===== config.mk =====
export PLATFORM = sky130hd
export DESIGN_NAME = trace_monitor_top
export DESIGN_NICKNAME = d
export VERILOG_FILES = /design/src/design/trace_pkg.sv /design/src/design/trace_ingress.sv /design/src/design/r3_tracker.sv /design/src/design/nop_classifier.sv /design/src/design/termination_tracker.sv /design/src/design/trace_monitor_top.sv
export SDC_FILE = /design/constraint.sdc
export NUM_CORES = 1
export LEC_CHECK = 0
export BUFFER_PORTS_ARGS = -buffer_cell sky130_fd_sc_hd__buf_4
export CORE_UTILIZATION = 45
export DETAILED_ROUTE_END_ITERATION = 12
export PLACE_DENSITY = 0.71
export SYNTH_ARGS = -nofsm -noshare
export SYNTH_HDL_FRONTEND = slang
export SYNTH_SLANG_ARGS = --single-unit

===== constraint.sdc =====
create_clock -name clk -period 9.3 [get_ports clk]
set_input_delay 1.395 -clock clk [delete_from_list [all_inputs] [get_ports clk]]
set_output_delay 1.395 -clock clk [all_outputs]
set_load 0.01 [all_outputs]

===== src/design/trace_pkg.sv =====
package trace_pkg;

  // Monitored cores on the shared trace stream
  localparam int NUM_CORES = 4;
  localparam int CORE_W    = $clog2(NUM_CORES);

  localparam int WORD_W    = 32;
  localparam int REG_IDX_W = 5;
  localparam int KIND_W    = 2;

  typedef logic [CORE_W-1:0]    core_id_t;
  typedef logic [WORD_W-1:0]    word_t;
  typedef logic [REG_IDX_W-1:0] reg_idx_t;
  typedef logic [15:0]          nop_code_t;
  typedef logic [KIND_W-1:0]    evt_kind_t;

  // Register that carries the no-op argument
  localparam reg_idx_t R3_IDX = 5'd3;

  // Top byte of l.nop, code sits in the low half of the instruction
  localparam logic [7:0] NOP_OPCODE = 8'h15;

  localparam nop_code_t NOP_EXIT   = 16'h0001;
  localparam nop_code_t NOP_REPORT = 16'h0002;
  localparam nop_code_t NOP_PUTC   = 16'h0004;

  // Event kinds on the output stream
  localparam evt_kind_t EVT_EXIT   = 2'd0;
  localparam evt_kind_t EVT_REPORT = 2'd1;
  localparam evt_kind_t EVT_PUTC   = 2'd2;

endpackage


===== src/design/trace_ingress.sv =====
`timescale 1ns/10ps

module trace_ingress (
  input  logic              clk,
  input  logic              arst_n_i,
  // Trace record stream from the cores
  input  logic              tr_valid_i,
  output logic              tr_ready_o,
  input  trace_pkg::core_id_t tr_core_i,
  input  trace_pkg::word_t  tr_pc_i,
  input  trace_pkg::word_t  tr_insn_i,
  input  logic              tr_wben_i,
  input  trace_pkg::reg_idx_t tr_wbreg_i,
  input  trace_pkg::word_t  tr_wbdata_i,
  // Registered records towards the r3 tracker
  output logic              ig_valid_o,
  input  logic              ig_ready_i,
  output trace_pkg::core_id_t ig_core_o,
  output trace_pkg::word_t  ig_pc_o,
  output trace_pkg::word_t  ig_insn_o,
  output logic              ig_wben_o,
  output trace_pkg::reg_idx_t ig_wbreg_o,
  output trace_pkg::word_t  ig_wbdata_o
);

  logic main_valid_q;
  logic skid_valid_q;
  logic tr_fire;
  logic main_free;

  // Skid copy of one record, loaded when the main register stalls
  trace_pkg::core_id_t skid_core_q;
  trace_pkg::word_t    skid_pc_q;
  trace_pkg::word_t    skid_insn_q;
  logic                skid_wben_q;
  trace_pkg::reg_idx_t skid_wbreg_q;
  trace_pkg::word_t    skid_wbdata_q;

  // Ready only looks at the skid slot, never at downstream ready
  assign tr_ready_o = ~skid_valid_q;
  assign tr_fire    = tr_valid_i & tr_ready_o;
  assign main_free  = ~main_valid_q | ig_ready_i;
  assign ig_valid_o = main_valid_q;

  always_ff @(posedge clk or negedge arst_n_i) begin
    if (!arst_n_i) begin
      main_valid_q <= 1'b0;
      skid_valid_q <= 1'b0;
    end else if (main_free) begin
      // Skid slot drains first to keep order
      main_valid_q <= skid_valid_q | tr_fire;
      skid_valid_q <= 1'b0;
    end else if (tr_fire) begin
      skid_valid_q <= 1'b1;
    end
  end

  always_ff @(posedge clk) begin
    if (main_free && skid_valid_q) begin
      ig_core_o   <= skid_core_q;
      ig_pc_o     <= skid_pc_q;
      ig_insn_o   <= skid_insn_q;
      ig_wben_o   <= skid_wben_q;
      ig_wbreg_o  <= skid_wbreg_q;
      ig_wbdata_o <= skid_wbdata_q;
    end else if (main_free && tr_fire) begin
      ig_core_o   <= tr_core_i;
      ig_pc_o     <= tr_pc_i;
      ig_insn_o   <= tr_insn_i;
      ig_wben_o   <= tr_wben_i;
      ig_wbreg_o  <= tr_wbreg_i;
      ig_wbdata_o <= tr_wbdata_i;
    end
    if (!main_free && tr_fire) begin
      skid_core_q   <= tr_core_i;
      skid_pc_q     <= tr_pc_i;
      skid_insn_q   <= tr_insn_i;
      skid_wben_q   <= tr_wben_i;
      skid_wbreg_q  <= tr_wbreg_i;
      skid_wbdata_q <= tr_wbdata_i;
    end
  end

endmodule


===== src/design/r3_tracker.sv =====
`timescale 1ns/10ps

module r3_tracker (
  input  logic              clk,
  input  logic              arst_n_i,
  // Records from the ingress stage
  input  logic              ig_valid_i,
  output logic              ig_ready_o,
  input  trace_pkg::core_id_t ig_core_i,
  input  trace_pkg::word_t  ig_pc_i,
  input  trace_pkg::word_t  ig_insn_i,
  input  logic              ig_wben_i,
  input  trace_pkg::reg_idx_t ig_wbreg_i,
  input  trace_pkg::word_t  ig_wbdata_i,
  // Records with the r3 value seen before their own writeback
  output logic              tk_valid_o,
  input  logic              tk_ready_i,
  output trace_pkg::core_id_t tk_core_o,
  output trace_pkg::word_t  tk_pc_o,
  output trace_pkg::word_t  tk_insn_o,
  output trace_pkg::word_t  tk_r3_o
);

  trace_pkg::word_t shadow_q [trace_pkg::NUM_CORES];

  logic tk_valid_q;
  logic ig_fire;
  logic r3_write;

  assign ig_ready_o = ~tk_valid_q | tk_ready_i;
  assign ig_fire    = ig_valid_i & ig_ready_o;
  assign tk_valid_o = tk_valid_q;

  // Writeback hits r3 of the record's own core
  assign r3_write = ig_fire & ig_wben_i & (ig_wbreg_i == trace_pkg::R3_IDX);

  always_ff @(posedge clk or negedge arst_n_i) begin
    if (!arst_n_i) begin
      tk_valid_q <= 1'b0;
    end else if (ig_ready_o) begin
      tk_valid_q <= ig_valid_i;
    end
  end

  // Shadows start from zero like the core register file
  always_ff @(posedge clk or negedge arst_n_i) begin
    if (!arst_n_i) begin
      for (int i = 0; i < trace_pkg::NUM_CORES; i++) begin
        shadow_q[i] <= '0;
      end
    end else if (r3_write) begin
      shadow_q[ig_core_i] <= ig_wbdata_i;
    end
  end

  // Old shadow value travels with the record
  always_ff @(posedge clk) begin
    if (ig_fire) begin
      tk_core_o <= ig_core_i;
      tk_pc_o   <= ig_pc_i;
      tk_insn_o <= ig_insn_i;
      tk_r3_o   <= shadow_q[ig_core_i];
    end
  end

endmodule


===== src/design/nop_classifier.sv =====
`timescale 1ns/10ps

module nop_classifier (
  input  logic                 clk,
  input  logic                 arst_n_i,
  // Records with r3 attached
  input  logic                 tk_valid_i,
  output logic                 tk_ready_o,
  input  trace_pkg::core_id_t  tk_core_i,
  input  trace_pkg::word_t     tk_pc_i,
  input  trace_pkg::word_t     tk_insn_i,
  input  trace_pkg::word_t     tk_r3_i,
  // Classified control no-ops
  output logic                 cl_valid_o,
  input  logic                 cl_ready_i,
  output trace_pkg::evt_kind_t cl_kind_o,
  output trace_pkg::core_id_t  cl_core_o,
  output trace_pkg::word_t     cl_value_o,
  output trace_pkg::word_t     cl_pc_o
);

  logic                 cl_valid_q;
  logic                 tk_fire;
  logic                 is_nop;
  logic                 is_event;
  trace_pkg::nop_code_t nop_code;
  trace_pkg::evt_kind_t kind;
  trace_pkg::word_t     value;

  assign tk_ready_o = ~cl_valid_q | cl_ready_i;
  assign tk_fire    = tk_valid_i & tk_ready_o;
  assign cl_valid_o = cl_valid_q;

  assign is_nop   = (tk_insn_i[31:24] == trace_pkg::NOP_OPCODE);
  assign nop_code = tk_insn_i[15:0];

  // Map the no-op code to an event kind
  always_comb begin
    kind     = trace_pkg::EVT_EXIT;
    is_event = 1'b0;
    if (is_nop) begin
      case (nop_code)
        trace_pkg::NOP_EXIT: begin
          kind     = trace_pkg::EVT_EXIT;
          is_event = 1'b1;
        end
        trace_pkg::NOP_REPORT: begin
          kind     = trace_pkg::EVT_REPORT;
          is_event = 1'b1;
        end
        trace_pkg::NOP_PUTC: begin
          kind     = trace_pkg::EVT_PUTC;
          is_event = 1'b1;
        end
        default: begin
          kind     = trace_pkg::EVT_EXIT;
          is_event = 1'b0;
        end
      endcase
    end
  end

  // Putc carries only the character byte
  assign value = (kind == trace_pkg::EVT_PUTC) ? {24'h0, tk_r3_i[7:0]} : tk_r3_i;

  // Non-event records are consumed here and leave the register empty
  always_ff @(posedge clk or negedge arst_n_i) begin
    if (!arst_n_i) begin
      cl_valid_q <= 1'b0;
    end else if (tk_ready_o) begin
      cl_valid_q <= tk_valid_i & is_event;
    end
  end

  always_ff @(posedge clk) begin
    if (tk_fire && is_event) begin
      cl_kind_o  <= kind;
      cl_core_o  <= tk_core_i;
      cl_value_o <= value;
      cl_pc_o    <= tk_pc_i;
    end
  end

endmodule


===== src/design/termination_tracker.sv =====
`timescale 1ns/10ps

module termination_tracker (
  input  logic                 clk,
  input  logic                 arst_n_i,
  // Events from the classifier
  input  logic                 cl_valid_i,
  output logic                 cl_ready_o,
  input  trace_pkg::evt_kind_t cl_kind_i,
  input  trace_pkg::core_id_t  cl_core_i,
  input  trace_pkg::word_t     cl_value_i,
  input  trace_pkg::word_t     cl_pc_i,
  // Event stream to the consumer
  output logic                 evt_valid_o,
  input  logic                 evt_ready_i,
  output trace_pkg::evt_kind_t evt_kind_o,
  output trace_pkg::core_id_t  evt_core_o,
  output trace_pkg::word_t     evt_value_o,
  output trace_pkg::word_t     evt_pc_o,
  // Termination status
  output logic [trace_pkg::NUM_CORES-1:0] exit_mask_o,
  output logic                 done_o
);

  logic                          evt_valid_q;
  logic                          cl_fire;
  logic                          exit_accept;
  logic [trace_pkg::NUM_CORES-1:0] exit_mask_d;

  assign cl_ready_o  = ~evt_valid_q | evt_ready_i;
  assign cl_fire     = cl_valid_i & cl_ready_o;
  assign evt_valid_o = evt_valid_q;

  // Exit counts only once the consumer has taken it
  assign exit_accept = evt_valid_q & evt_ready_i & (evt_kind_o == trace_pkg::EVT_EXIT);

  always_comb begin
    exit_mask_d = exit_mask_o;
    if (exit_accept) begin
      exit_mask_d[evt_core_o] = 1'b1;
    end
  end

  always_ff @(posedge clk or negedge arst_n_i) begin
    if (!arst_n_i) begin
      evt_valid_q <= 1'b0;
    end else if (cl_ready_o) begin
      evt_valid_q <= cl_valid_i;
    end
  end

  // Done is sticky and tracks the next mask so both change together
  always_ff @(posedge clk or negedge arst_n_i) begin
    if (!arst_n_i) begin
      exit_mask_o <= '0;
      done_o      <= 1'b0;
    end else begin
      exit_mask_o <= exit_mask_d;
      done_o      <= done_o | (&exit_mask_d);
    end
  end

  always_ff @(posedge clk) begin
    if (cl_fire) begin
      evt_kind_o  <= cl_kind_i;
      evt_core_o  <= cl_core_i;
      evt_value_o <= cl_value_i;
      evt_pc_o    <= cl_pc_i;
    end
  end

endmodule


===== src/design/trace_monitor_top.sv =====
`timescale 1ns/10ps

module trace_monitor_top (
  input  logic                 clk,
  input  logic                 arst_n_i,
  input  logic                 tr_valid_i,
  output logic                 tr_ready_o,
  input  trace_pkg::core_id_t  tr_core_i,
  input  trace_pkg::word_t     tr_pc_i,
  input  trace_pkg::word_t     tr_insn_i,
  input  logic                 tr_wben_i,
  input  trace_pkg::reg_idx_t  tr_wbreg_i,
  input  trace_pkg::word_t     tr_wbdata_i,
  output logic                 evt_valid_o,
  input  logic                 evt_ready_i,
  output trace_pkg::evt_kind_t evt_kind_o,
  output trace_pkg::core_id_t  evt_core_o,
  output trace_pkg::word_t     evt_value_o,
  output trace_pkg::word_t     evt_pc_o,
  output logic [trace_pkg::NUM_CORES-1:0] exit_mask_o,
  output logic                 done_o
);

  // Ingress to tracker
  logic                 ig_valid;
  logic                 ig_ready;
  trace_pkg::core_id_t  ig_core;
  trace_pkg::word_t     ig_pc;
  trace_pkg::word_t     ig_insn;
  logic                 ig_wben;
  trace_pkg::reg_idx_t  ig_wbreg;
  trace_pkg::word_t     ig_wbdata;

  // Tracker to classifier
  logic                 tk_valid;
  logic                 tk_ready;
  trace_pkg::core_id_t  tk_core;
  trace_pkg::word_t     tk_pc;
  trace_pkg::word_t     tk_insn;
  trace_pkg::word_t     tk_r3;

  // Classifier to termination tracker
  logic                 cl_valid;
  logic                 cl_ready;
  trace_pkg::evt_kind_t cl_kind;
  trace_pkg::core_id_t  cl_core;
  trace_pkg::word_t     cl_value;
  trace_pkg::word_t     cl_pc;

  trace_ingress u_ingress (
    .clk         (clk),
    .arst_n_i    (arst_n_i),
    .tr_valid_i  (tr_valid_i),
    .tr_ready_o  (tr_ready_o),
    .tr_core_i   (tr_core_i),
    .tr_pc_i     (tr_pc_i),
    .tr_insn_i   (tr_insn_i),
    .tr_wben_i   (tr_wben_i),
    .tr_wbreg_i  (tr_wbreg_i),
    .tr_wbdata_i (tr_wbdata_i),
    .ig_valid_o  (ig_valid),
    .ig_ready_i  (ig_ready),
    .ig_core_o   (ig_core),
    .ig_pc_o     (ig_pc),
    .ig_insn_o   (ig_insn),
    .ig_wben_o   (ig_wben),
    .ig_wbreg_o  (ig_wbreg),
    .ig_wbdata_o (ig_wbdata)
  );

  r3_tracker u_r3_tracker (
    .clk         (clk),
    .arst_n_i    (arst_n_i),
    .ig_valid_i  (ig_valid),
    .ig_ready_o  (ig_ready),
    .ig_core_i   (ig_core),
    .ig_pc_i     (ig_pc),
    .ig_insn_i   (ig_insn),
    .ig_wben_i   (ig_wben),
    .ig_wbreg_i  (ig_wbreg),
    .ig_wbdata_i (ig_wbdata),
    .tk_valid_o  (tk_valid),
    .tk_ready_i  (tk_ready),
    .tk_core_o   (tk_core),
    .tk_pc_o     (tk_pc),
    .tk_insn_o   (tk_insn),
    .tk_r3_o     (tk_r3)
  );

  nop_classifier u_classifier (
    .clk        (clk),
    .arst_n_i   (arst_n_i),
    .tk_valid_i (tk_valid),
    .tk_ready_o (tk_ready),
    .tk_core_i  (tk_core),
    .tk_pc_i    (tk_pc),
    .tk_insn_i  (tk_insn),
    .tk_r3_i    (tk_r3),
    .cl_valid_o (cl_valid),
    .cl_ready_i (cl_ready),
    .cl_kind_o  (cl_kind),
    .cl_core_o  (cl_core),
    .cl_value_o (cl_value),
    .cl_pc_o    (cl_pc)
  );

  termination_tracker u_term (
    .clk         (clk),
    .arst_n_i    (arst_n_i),
    .cl_valid_i  (cl_valid),
    .cl_ready_o  (cl_ready),
    .cl_kind_i   (cl_kind),
    .cl_core_i   (cl_core),
    .cl_value_i  (cl_value),
    .cl_pc_i     (cl_pc),
    .evt_valid_o (evt_valid_o),
    .evt_ready_i (evt_ready_i),
    .evt_kind_o  (evt_kind_o),
    .evt_core_o  (evt_core_o),
    .evt_value_o (evt_value_o),
    .evt_pc_o    (evt_pc_o),
    .exit_mask_o (exit_mask_o),
    .done_o      (done_o)
  );

endmodule


==> impl_results.md, run 1 <==
* Synth-to-layout area growth at 18.9%
* Combinational power share at 3.5%
* Post-Route WL at about 35000 µm
* Area contributors post-synth: edfxtp_1 (63%), dfrtp_1 (17%), mux2_2 (12%)
* Vias at 8869
* Clock power share at 41.7%
* Share of cells above drive strength 1 at 45.0%
* Top reg by flops: u_r3_tracker.shadow_q
* Gr usage total at roughly 16%
* CTS max path bufs at 3
* Die Ht at approximately 210 µm
* Clock Sinks at between 500 and 600
* Net Switching at just over 1000 µW
* CP startpoint kind: input port
* Final setup violation count at 0
* Post-synth EDFFs at 418
* CP required at around 9.6 ns
* Largest register FFs at 128
* Postcts setup bufs at 0
* GRT busiest layer: met2
* First-pass iteration count of the detailed router at 6
* CTS tree: yes
* DRT iter0 DRCs at 506
* Pint at just over 4000 µW
* RSZ-0062 raised after global routing: no
* Clock Latency Late Sink at 0.60 ns
* Reg clk slew, reported paths at 0.06 ns
* Core Rows at 76
* Global-route wire length before repair at 54600 µm
* Final RePlAce weighted congestion at 0.735
* Via/cell ratio at 5.02
* Synth Cell Area at about 0.020 mm²
* Ys flop type: edfxtp_1
* Most area-hungry cell type in the Yosys netlist: edfxtp_1
* H-tree depth at 2
* Vias in the first global route at ~9600
* Yosys warning total at 0
* Register area at 0.0160 mm²
* Share of the synthesized area in the top cell type at 62.8%
* Pwr/cell area at 216 mW/mm²
* Max FO, Critical Path at 66
* M1 GR Usage at approximately a fifth
* Total power draw at 5140 µW
* Tcrit/Tclk final at ~38%
* Area of the multi-input gates at approximately 0.0038 mm²
* Switching share of power at 19.7%
* Layout net count at 1243
* Arrival time at the worst endpoint at between 3 and 4 ns
* HPWL after DPL at 19700 µm
* Relative max-transition margin at 26.2%
* CTS Buf Count at 55
* Crit path time final at 3.49 ns
* Clock root cell: clkbuf_16
* Reg power frac at about 55%
* Ys async rst share at 24.8%
* Clk_skew at 0.0208 ns
* Post-Synthesis Net Count at 1030
* Cts hold-fix bufs at 0
* Worst Tran Pin Value at 1.11 ns
* Lkg Pwr at a little over 0.009 µW
* Fin Setup TNS at 0 ns
* Post-DR wirelength/cell at 20.0 µm
* Synth Instances at 922
* Die Wd at approximately 210 µm
* Met3 Use GR at 3.90%
* Pin count of the biggest net entering global routing at 74
* Critical path class: in -> reg
* Worst min path class: reg -> reg
* Synth Area per Inst at approximately 22 µm²
* Area of the core at 0.0435 mm²
* Port bufs at between 150 and 200
* Max Slew Vio Count at 0
* Fill cells at 3374
* CTS resizes at 0
* Number of distinct library cells after synthesis at 41
* Max Freq at about 0.29 GHz
* IO Pins at 183
* Post-synthesis register bit count at approximately 560
* DRC at 0
* Final hold violation count at 0
* Antenna violations before repair at 2
* Die ar. at 0.0453 mm²
* Max Cap Viol at 0
* Congestion Overflow GR at 0
* Met2 usage at 27.4%
* Starting Density at 46.0%
* Register area share after synthesis at 80.1%
* Remaining antenna violation count at 0
* Status: finished, final reports clean
* Worst vdd ir at 0.135 mV
* CP endpoint kind: flop
stage by stage:
| stage | instances | setup slack (ns) | util, % | instance area, µm² | hold slack (ns) |
|---|---|---|---|---|---|
| global placement | 1663 | 5.21 | 50.6 | 22000 | 0.400 |
| global route | 1767 | 5.66 | 54.7 | 23800 | 0.420 |
| CTS | 1766 | 5.80 | 54.7 | 23800 | 0.406 |
| floorplan | 922 | 2.26 | - | 20000 | 0.400 |
| detailed placement | 1663 | 5.14 | 50.6 | 22000 | 0.405 |
| finish | 1767 | 5.81 | 54.7 | 23800 | 0.405 |
synthesized netlist by cell type, drive strengths merged (2+ instances only):
cell / n
a21o: 2
a31o: 2
a31oi: 2
and2: 3
buf: 29
clkbuf: 3
dfrtp: 138
edfxtp: 418
inv: 2
mux2: 224
mux4: 32
nand2: 5
nand2b: 3
nand3: 2
nand4: 2
nor2: 6
nor2b: 25
nor3: 3
nor3b: 3
nor4: 3
power by group through the flow:
stage / Sequential (µW) / Clock [µW] / Combinational (µW)
finish: 2820 / 2140 / 181
floorplan: 2850 / 0 / 106
detailed placement: 2870 / 0 / 184
global placement: 2860 / 0 / 177
global route: 2830 / 2300 / 198
CTS: 2820 / 2210 / 186
area by class of cell:
type	instances	area share [%]
sequential	556	67.4
antenna	1	0.0105
clock buffer	78	6.56
inverter	2	0.0316
clock inverter	25	0.880
timing repair buffer	188	5.96
tap	585	3.08
multi-input combinational	332	16.1
worst paths after layout:
kind	from	endpoint	slack (ns)	cells after the start
max	evt_ready_i	u_ingress.ig_insn_o[27]	5.81	6
min	u_r3_tracker.tk_core_o[1]	u_classifier.cl_core_o[1]	0.41	0
max reg2reg	u_term.evt_valid_o	u_ingress.ig_insn_o[27]	6.35	5
min reg2reg	u_r3_tracker.tk_core_o[1]	u_classifier.cl_core_o[1]	0.41	0
max in group asynchronous	arst_n_i	u_r3_tracker.shadow_q[6]	7.07	2
min in group asynchronous	arst_n_i	u_r3_tracker.shadow_q[123]	0.80	1
routing by layer:
metal | wire [µm] | up-vias
met5 | 8 | -
met4 | 750 | 2
met3 | 1500 | 52
met2 | 18000 | 165
met1 | 15000 | 4603
li1 | - | 4047
layout by cell type (no fill, tap or decap), types with 2 or more instances in the layout:
cell type  netlist  routed
nor4_1           3       3
inv_1            2       2
nor2_1           6       6
clkinv_2         0      11
nand2b_1         3       3
dfrtp_1        138     138
a31o_2           2       2
nor2b_1         25      25
nor3_4           0       2
mux4_2          32      32
mux2_1           6       6
clkbuf_16        0      59
bufinv_16        0       3
clkbuf_1         3      18
nand3_2          2       2
a21o_1           2       2
clkinv_1         0       8
edfxtp_1       418     418
nor3b_4          1       2
nand2_1          5       4
mux2_2         218     218
buf_4           11     187
and2_4           0       2
critical path, cell delays in order:
cell and delay (ns):
buf_4 0.12, and3b_1 0.34, nand3_2 0.19, nand2_4 0.44
buf_4 0.84, mux2_2 0.43
logic make-up after synthesis:
logic type	synth area share [%]
xor+xnor	0.0438
compound gates	0.419
buf+inv	1.05
simple gates	2.18
flops	80.1
mux	16.2
(Power assumes the default switching activity.)
==> run 2, diff against run 1 <==
--- a/config.mk
+++ b/config.mk
@@ -5,10 +5,11 @@
 export SDC_FILE = /design/constraint.sdc
 export NUM_CORES = 1
 export LEC_CHECK = 0
+export ABC_AREA = 1
 export BUFFER_PORTS_ARGS = -buffer_cell sky130_fd_sc_hd__buf_4
 export CORE_UTILIZATION = 45
 export DETAILED_ROUTE_END_ITERATION = 12
-export PLACE_DENSITY = 0.71
+export PLACE_DENSITY = 0.73
 export SYNTH_ARGS = -nofsm -noshare
 export SYNTH_HDL_FRONTEND = slang
 export SYNTH_SLANG_ARGS = --single-unit
==> constraint.sdc (replaced) <==
create_clock -name clk -period 3 [get_ports clk]
set_input_delay 0.45 -clock clk [delete_from_list [all_inputs] [get_ports clk]]
set_output_delay 0.45 -clock clk [all_outputs]
set_load 0.01 [all_outputs]
==> run 2 against run 1 <==
Critical path depth is 1 higher. Highest routed layer unchanged. Largest power group unchanged. Utilization is 0.28 points higher. Synthesized cell count rose by 69%. Sequential cell count did not move. Largest cell class unchanged. Design area grew 3.2%. Power grew to 3.1 times the previous value. Cell count increased by 36%. Die area grew 2.8%. Count of clock-buffer cells in the layout decreased by 9. Sequential power increased to 3.1 times the previous value. Non-clock buffer count up 53.
==> impl_results.md, run 2 <==
* Share of cells above drive strength 1 at 17.2% (-28 points)
* Status: finished, final reports clean
* IO Pins at 183 (unchanged)
* Core Rows at 77 (+1.3%)
* CP required at 3.46 ns (-6.18 ns)
* Share of the synthesized area in the top cell type at 61.1% (-1.7 points)
* Most frequent cell after synthesis: nand2_1
* Yosys warning total at 0 (unchanged)
* Die Wd at 216 µm (+1.4%)
* DRT iter0 DRCs at 1052 (+110%)
* Final RePlAce weighted congestion at 0.789 (+7.3%)
* Clock power share at 40.8% (-0.9 points)
* Max Freq at 0.447 GHz
* CTS max path bufs at 3 (unchanged)
* Post-synth EDFFs at 418 (unchanged)
* Placed insts at 2272 (+37%)
* HPWL after DPL at 24700 µm (+26%)
* Remaining antenna violation count at 0 (unchanged)
* Crit path time final at between 2 and 2.5 ns
* Final hold violation count at 0 (unchanged)
* Register area share after synthesis at 77.9% (-2.2 points)
* Clock Sinks at 556 (unchanged)
* Worst Tran Pin Value at 0.786 ns (-0.321 ns)
* Synth-to-layout area growth at 19.3%
* Clock root cell: clkbuf_16
* Lkg Pwr at 0.0104 µW (+13%)
* CP startpoint kind: flop
* Antenna violations before repair at 4 (+2)
* CTS Buf Count at 55 (unchanged)
* Clock Latency Late Sink at 0.60 ns (about the same)
* Ys async rst share at 24.8% (unchanged)
* Critical path class: reg -> reg
* Combinational power share at 3.9% (+0.4 points)
* Fin Setup TNS at 0 ns (unchanged)
* Dpl cell area at 0.0225 mm² (+2.2%)
* Pint at 12500 µW (+200%)
* DRC at 0 (unchanged)
* Final Hold Slack at 0.0369 ns (-0.369 ns)
* Max FO, Critical Path at 62 (-6.1%)
* Setup slack after layout at 0.762 ns (-5.05 ns)
* Die ar. at 0.0465 mm² (+2.8%)
* Reg power frac at 55.2% (+0.4 points)
* CTS tree: yes
* Layout net count at 1876 (+51%)
* Vias at 12300 (+39%)
* First-pass iteration count of the detailed router at 5 (-1)
* Arrival time at the worst endpoint at 2.70 ns (-1.13 ns)
* Port bufs at 174 (unchanged)
* Relative max-transition margin at 47.6% (+21 points)
* Post-Route WL at 41000 µm (+16%)
* Pin count of the biggest net entering global routing at 93 (+26%)
* RSZ-0062 raised after global routing: no
* Clk_skew at 0.0177 ns (-0.00314 ns)
* Largest register FFs at 128 (unchanged)
* Synth Instances at 1558 (+69%)
* Tcrit/Tclk final at 74.6%
* Synth Area per Inst at 13.2 µm² (-39%)
* Design area at 0.0245 mm² (+3.2%)
* Commonest non-fill, non-tap cells in the layout: nand2_1 (539), edfxtp_1 (418), nand3_1 (234)
* Net Switching at 3380 µW (+230%)
* Commonest cells post-synth: nand2_1 (540), edfxtp_1 (418), nand3_1 (234), dfrtp_1 (138), a22oi_1 (59)
* Vias in the first global route at 12300 (+28%)
* Starting Density at 46.1% (+0.077 points)
* Max Slew Vio Count at 0 (unchanged)
* Post-Synthesis Net Count at 1666 (+62%)
* Die Ht at 216 µm (+1.4%)
* Global-route wire length before repair at 65200 µm (+19%)
* Final setup violation count at 0 (unchanged)
* Top reg by flops: u_r3_tracker.shadow_q
* Area of the core at 0.0446 mm² (+2.6%)
* Pwr/cell area at 646 mW/mm² (+200%)
* CP endpoint kind: flop
* Number of distinct library cells after synthesis at 18 (-56%)
* H-tree depth at 2 (unchanged)
* Final Non-Filler Cells at 2410 (+36%)
* Synth Cell Area at 0.0206 mm² (+2.8%)
* Switching share of power at 21.4% (+1.7 points)
* Post-DR wirelength/cell at 17.0 µm (-15%)
* Most area-hungry cell type in the Yosys netlist: edfxtp_1
* Congestion Overflow GR at 0 (unchanged)
* Worst vdd ir at 0.448 mV (+230%)
* Commonest non-fill, non-tap cell in the layout: nand2_1
* Post-synthesis register bit count at 556 (unchanged)
* Dpl ws at 0.614 ns (-4.53 ns)
* Worst min path class: in -> reg
* Max Cap Viol at 0 (unchanged)
* Ys flop type: edfxtp_1
* Area contributors post-synth: edfxtp_1 (61%), dfrtp_1 (17%), nand2_1 (9.9%)
* Via/cell ratio at 5.10 (+1.6%)
* Reg clk slew, reported paths at 0.06 ns (about the same)
* Gr usage total at 17.9% (+1.6 points)
-- run 2: changes by cell type after synthesis, sizes merged, moves of 4 or more --
cell    before  now
nor2         6   31
inv          2   41
nor2b       25    0
mux2       224    0
o21bai       1    5
nand3        2  234
mux4        32    0
nand2        5  540
buf         29   83
a22oi        0   59
-- run 2: area by class of cell --
type                            count  area (µm²)
Fill cell                        3556       20100
Multi-Input combinational cell    873        3870
Inverter                           41         158
Timing Repair Buffer              241        1990
Clock inverter                     34         205
Tap cell                          592         741
Antenna cell                        4        10.0
Clock buffer                       69        1520
Sequential cell                   556       16000
-- run 2: timing repair --
| item | 4_1_cts | 5_1_grt |
|---|---|---|
| hold buffers | 31 | 0 |
| hold endpoints to repair | 115 | 0 |
| buffers inserted | 0 | 0 |
| resized for setup | 0 | 0 |
-- run 2: metal layers --
| metal | track usage, % | vias to the layer above | part of all wire [%] |
|---|---|---|---|
| met5 | 0 | - | 0.032 |
| met4 | 7.52 | 2 | 3.1 |
| met3 | 3.66 | 76 | 6.3 |
| met2 | 29.8 | 398 | 49 |
| met1 | 22.7 | 5973 | 41 |
| li1 | - | 5838 | - |
-- run 2: worst paths after layout --
kind	to	cells after the start	slack [ns]	start
worst max register to register	u_ingress.ig_pc_o[14]	7	0.76	u_term.evt_valid_o
max in group asynchronous	u_ingress.skid_valid_q	3	1.56	arst_n_i
worst max-delay path	u_ingress.ig_pc_o[14]	7	0.76	u_term.evt_valid_o
min in group asynchronous	u_r3_tracker.shadow_q[14]	2	0.51	arst_n_i
worst min register to register	u_term.evt_value_o[25]	0	0.41	u_classifier.cl_value_o[25]
worst min-delay path	u_ingress.skid_insn_q[12]	1	0.04	tr_insn_i[12]
-- run 2: critical path, cell delays in order (launching register included) --
cell and delay (ns):
dfrtp_1 0.41, inv_1 0.08, nor2_2 0.20, nand4_1 0.43, nand2_4 0.17, buf_4 0.55
nand2_1 0.13, nand2_1 0.10
-- run 2: kinds of logic after synthesis --
| kind of cell | share of synthesized area, % |
|---|---|
| AND/OR/NAND/NOR | 16.3 |
| flip-flops | 77.9 |
| buffers and inverters | 3.48 |
| AO/OA/AOI/OAI | 2.36 |
-- run 2: stage by stage --
stage / total power [µW] / util (%)
after floorplan: 9170 / -
after detailed placement: 9490 / 50.4
final: 15800 / 54.9
after global placement: 9460 / 50.4
after CTS: 16000 / 54.9
after global routing: 16400 / 54.9
-- run 2: power by group through the flow --
stage	Sequential (µW)	Combinational, µW	Clock [µW]
3_3_place_gp	8880	572	0
3_5_place_dp	8900	594	0
4_1_cts	8740	630	6620
2_1_floorplan	8860	311	0
5_1_grt	8770	706	6920
6_report	8750	625	6460
==> run 3, diff against run 2 <==
==> constraint.sdc (replaced) <==
create_clock -name clk -period 2.03 [get_ports clk]
set_input_delay 0.3045 -clock clk [delete_from_list [all_inputs] [get_ports clk]]
set_output_delay 0.3045 -clock clk [all_outputs]
set_load 0.01 [all_outputs]
==> run 3 against run 2 <==
Die area did not move. Sequential cell count unchanged. Clock power rose by 46%. Clock skew is 0.0049 ns lower. Global-route usage increased by 0.59 points. Fmax rose by 20%. Critical path type unchanged.
==> impl_results.md, run 3 (same netlist as run 2, synthesis figures left out) <==
* Reg2Reg Depth at 8 (+1)
* Worst min path class: in -> async
* Postcts setup bufs at 0 (unchanged)
* RSZ-0062 raised after global routing: no
* Commonest non-fill, non-tap cell in the layout: nand2_1
* CTS max path bufs at 3 (unchanged)
* CTS Buf Count at 54 (-1.8%)
* Slowest-stage cell, CP: dfrtp_1
* IO Pins at 183 (unchanged)
* Remaining antenna violation count at 0 (unchanged)
* HPWL after DPL at 25600 µm (+3.4%)
* Vias at 12700 (+3.0%)
* CP required at 2.49 ns (-0.97 ns)
* Commonest non-fill, non-tap cells in the layout: nand2_1 (538), edfxtp_1 (418), nand3_1 (233)
* Die Ht at 216 µm (unchanged)
* Arrival time at the worst endpoint at 2.33 ns (-0.37 ns)
* Worst vdd ir at 0.650 mV (+45%)
* Share of cells above drive strength 1 at 16.6% (-0.63 points)
* Final RePlAce weighted congestion at 0.791 (+0.25%)
* Clock root cell: clkbuf_16
* Pwr/cell area at 919 mW/mm² (+42%)
* Gr usage total at 18.5% (+0.59 points)
* Largest delay contributor family on the critical path: simple AND/OR/NAND/NOR gates
* Post-Route WL at 42100 µm (+2.6%)
* Vias in the first global route at 12600 (+2.7%)
* Core Rows at 77 (unchanged)
* Cts hold-fix bufs at 99 (+220%)
* Pin count of the biggest net entering global routing at 89 (-4.3%)
* H-tree depth at 2 (unchanged)
* Setup slack after layout at 0.162 ns (-0.599 ns)
* Max Slew Vio Count at 0 (unchanged)
* CP Cell Sequence: inv_2 > nor2_4 > nand4_1 > buf_12 > nand2_4 > buf_4 > nand2_1 > nand2_1
* Final hold violation count at 0 (unchanged)
* Tcrit/Tclk final at 92.0% (+17 points)
* Clock Latency Late Sink at 0.59 ns (about the same)
* Die ar. at 0.0465 mm² (unchanged)
* Worst setup startpoint: u_term.evt_valid_o
* Crit path time final at 1.87 ns (-0.371 ns)
* Top reg by flops: u_r3_tracker.shadow_q
* CP startpoint kind: flop
* Total power draw at 23400 µW (+48%)
* RR Startpoint: u_term.evt_valid_o
* Lkg Pwr at 0.0108 µW (+3.9%)
* Critical path class: reg -> reg
* Layout net count at 1960 (+4.5%)
* Synth-to-layout area growth at 24.0%
* Die Wd at 216 µm (unchanged)
* Congestion Overflow GR at 0 (unchanged)
* Worst Tran Pin Value at 0.545 ns (-0.241 ns)
* Dpl ws at 0.153 ns (-0.461 ns)
* Area of the core at 0.0446 mm² (unchanged)
* Worst path bufs/invs at 3 (+1)
* Max Cap Viol at 0 (unchanged)
* Crit-path max cell delay at 0.39 ns (-0.16 ns)
* DRT iter0 DRCs at 1029 (-2.2%)
* Reg clk slew, reported paths at 0.06 ns (about the same)
* Relative max-transition margin at 63.7% (+16 points)
* Max FO, Critical Path at 21 (-66%)
* Post-DR wirelength/cell at 16.9 µm (-0.65%)
* DRC at 0 (unchanged)
* Final setup violation count at 0 (unchanged)
* Global-route wire length before repair at 68100 µm (+4.4%)
* Starting Density at 46.1% (unchanged)
* Most frequent CP cell: nand2_1
* Via/cell ratio at 5.08 (-0.31%)
* Port bufs at 174 (unchanged)
* Reg2reg setup slack at 0.16 ns (-0.60 ns)
* First-pass iteration count of the detailed router at 5 (unchanged)
* CP endpoint kind: flop
* Final Hold Slack at 0.264 ns (+0.227 ns)
* CTS tree: yes
* Clk_skew at 0.0128 ns (-0.00491 ns)
* CTS resizes at 0 (unchanged)
* Antenna violations before repair at 2 (-2)
* Clock Sinks at 556 (unchanged)
* Max Freq at 0.535 GHz (+20%)
* Worst r2r dst: u_ingress.ig_insn_o[31]
* Largest register FFs at 128 (unchanged)
* Status: finished, final reports clean
run 3: cell count changes in the layout (fill, tap and decap cells not counted), moves of 2 or more:
cell,before,now
buf_12,8,26
clkbuf_16,57,55
clkinvlp_4,7,4
clkinv_1,7,16
clkinv_4,2,0
clkbuf_1,7,12
clkbuf_8,5,1
bufinv_16,0,3
dlygate4sd3_1,31,99
clkinv_2,16,9
run 3: power by group:
group / internal [µW] / switching (µW) / leakage [µW]
Clock: 5360 / 4060 / 0.000807
Sequential: 12700 / 223 / 0.00582
Combinational: 483 / 600 / 0.00418
Total: 18500 / 4880 / 0.0108
run 3: per-layer routing:
| layer | share of wire (%) | global-route usage [%] |
|---|---|---|
| met1 | 42 | 24.4 |
| met3 | 5.6 | 2.90 |
| met4 | 3.2 | 7.52 |
| met2 | 49 | 30.6 |
| met5 | 0 | 0 |
run 3: metrics by stage:
| step | util (%) | area [µm²] | setup TNS [ns] | instances |
|---|---|---|---|---|
| 5_1_grt | 57.1 | 25500 | 0 | 2490 |
| 3_3_place_gp | 51.2 | 22800 | 0 | 2289 |
| 4_1_cts | 57.1 | 25500 | 0 | 2487 |
| 3_5_place_dp | 51.2 | 22800 | 0 | 2289 |
| 2_1_floorplan | - | 20600 | -253.80 | 1558 |
| 6_report | 57.1 | 25500 | 0 | 2490 |
run 3: area by class of cell:
| cell class | count | area [µm²] |
|---|---|---|
| fill | 3447 | 19100 |
| clock inverter | 31 | 219 |
| timing repair buffer | 326 | 3020 |
| inverter | 41 | 161 |
| multi-input combinational | 873 | 3890 |
| antenna | 3 | 7.51 |
| tap | 592 | 741 |
| clock buffer | 68 | 1440 |
| sequential | 556 | 16000 |
run 3: worst reg2reg max path, stage by stage, from the launching register on:
cell	delay, ns
dfrtp_1	0.39
inv_2	0.07
nor2_4	0.16
nand4_1	0.19
buf_12	0.22
nand2_4	0.25
buf_4	0.30
nand2_1	0.11
nand2_1	0.06
run 3: worst max path at each step:
stage | cells after the start | endpoint | slack, ns
after global placement | 8 | u_ingress.ig_insn_o[27] | 0.20
after floorplan | 7 | u_ingress.ig_core_o[0] | -0.80
after CTS | 8 | u_ingress.ig_insn_o[31] | 0.15
after global routing | 8 | u_ingress.ig_insn_o[31] | 0.02
after detailed placement | 8 | u_ingress.ig_insn_o[14] | 0.15
final | 8 | u_ingress.ig_insn_o[31] | 0.16
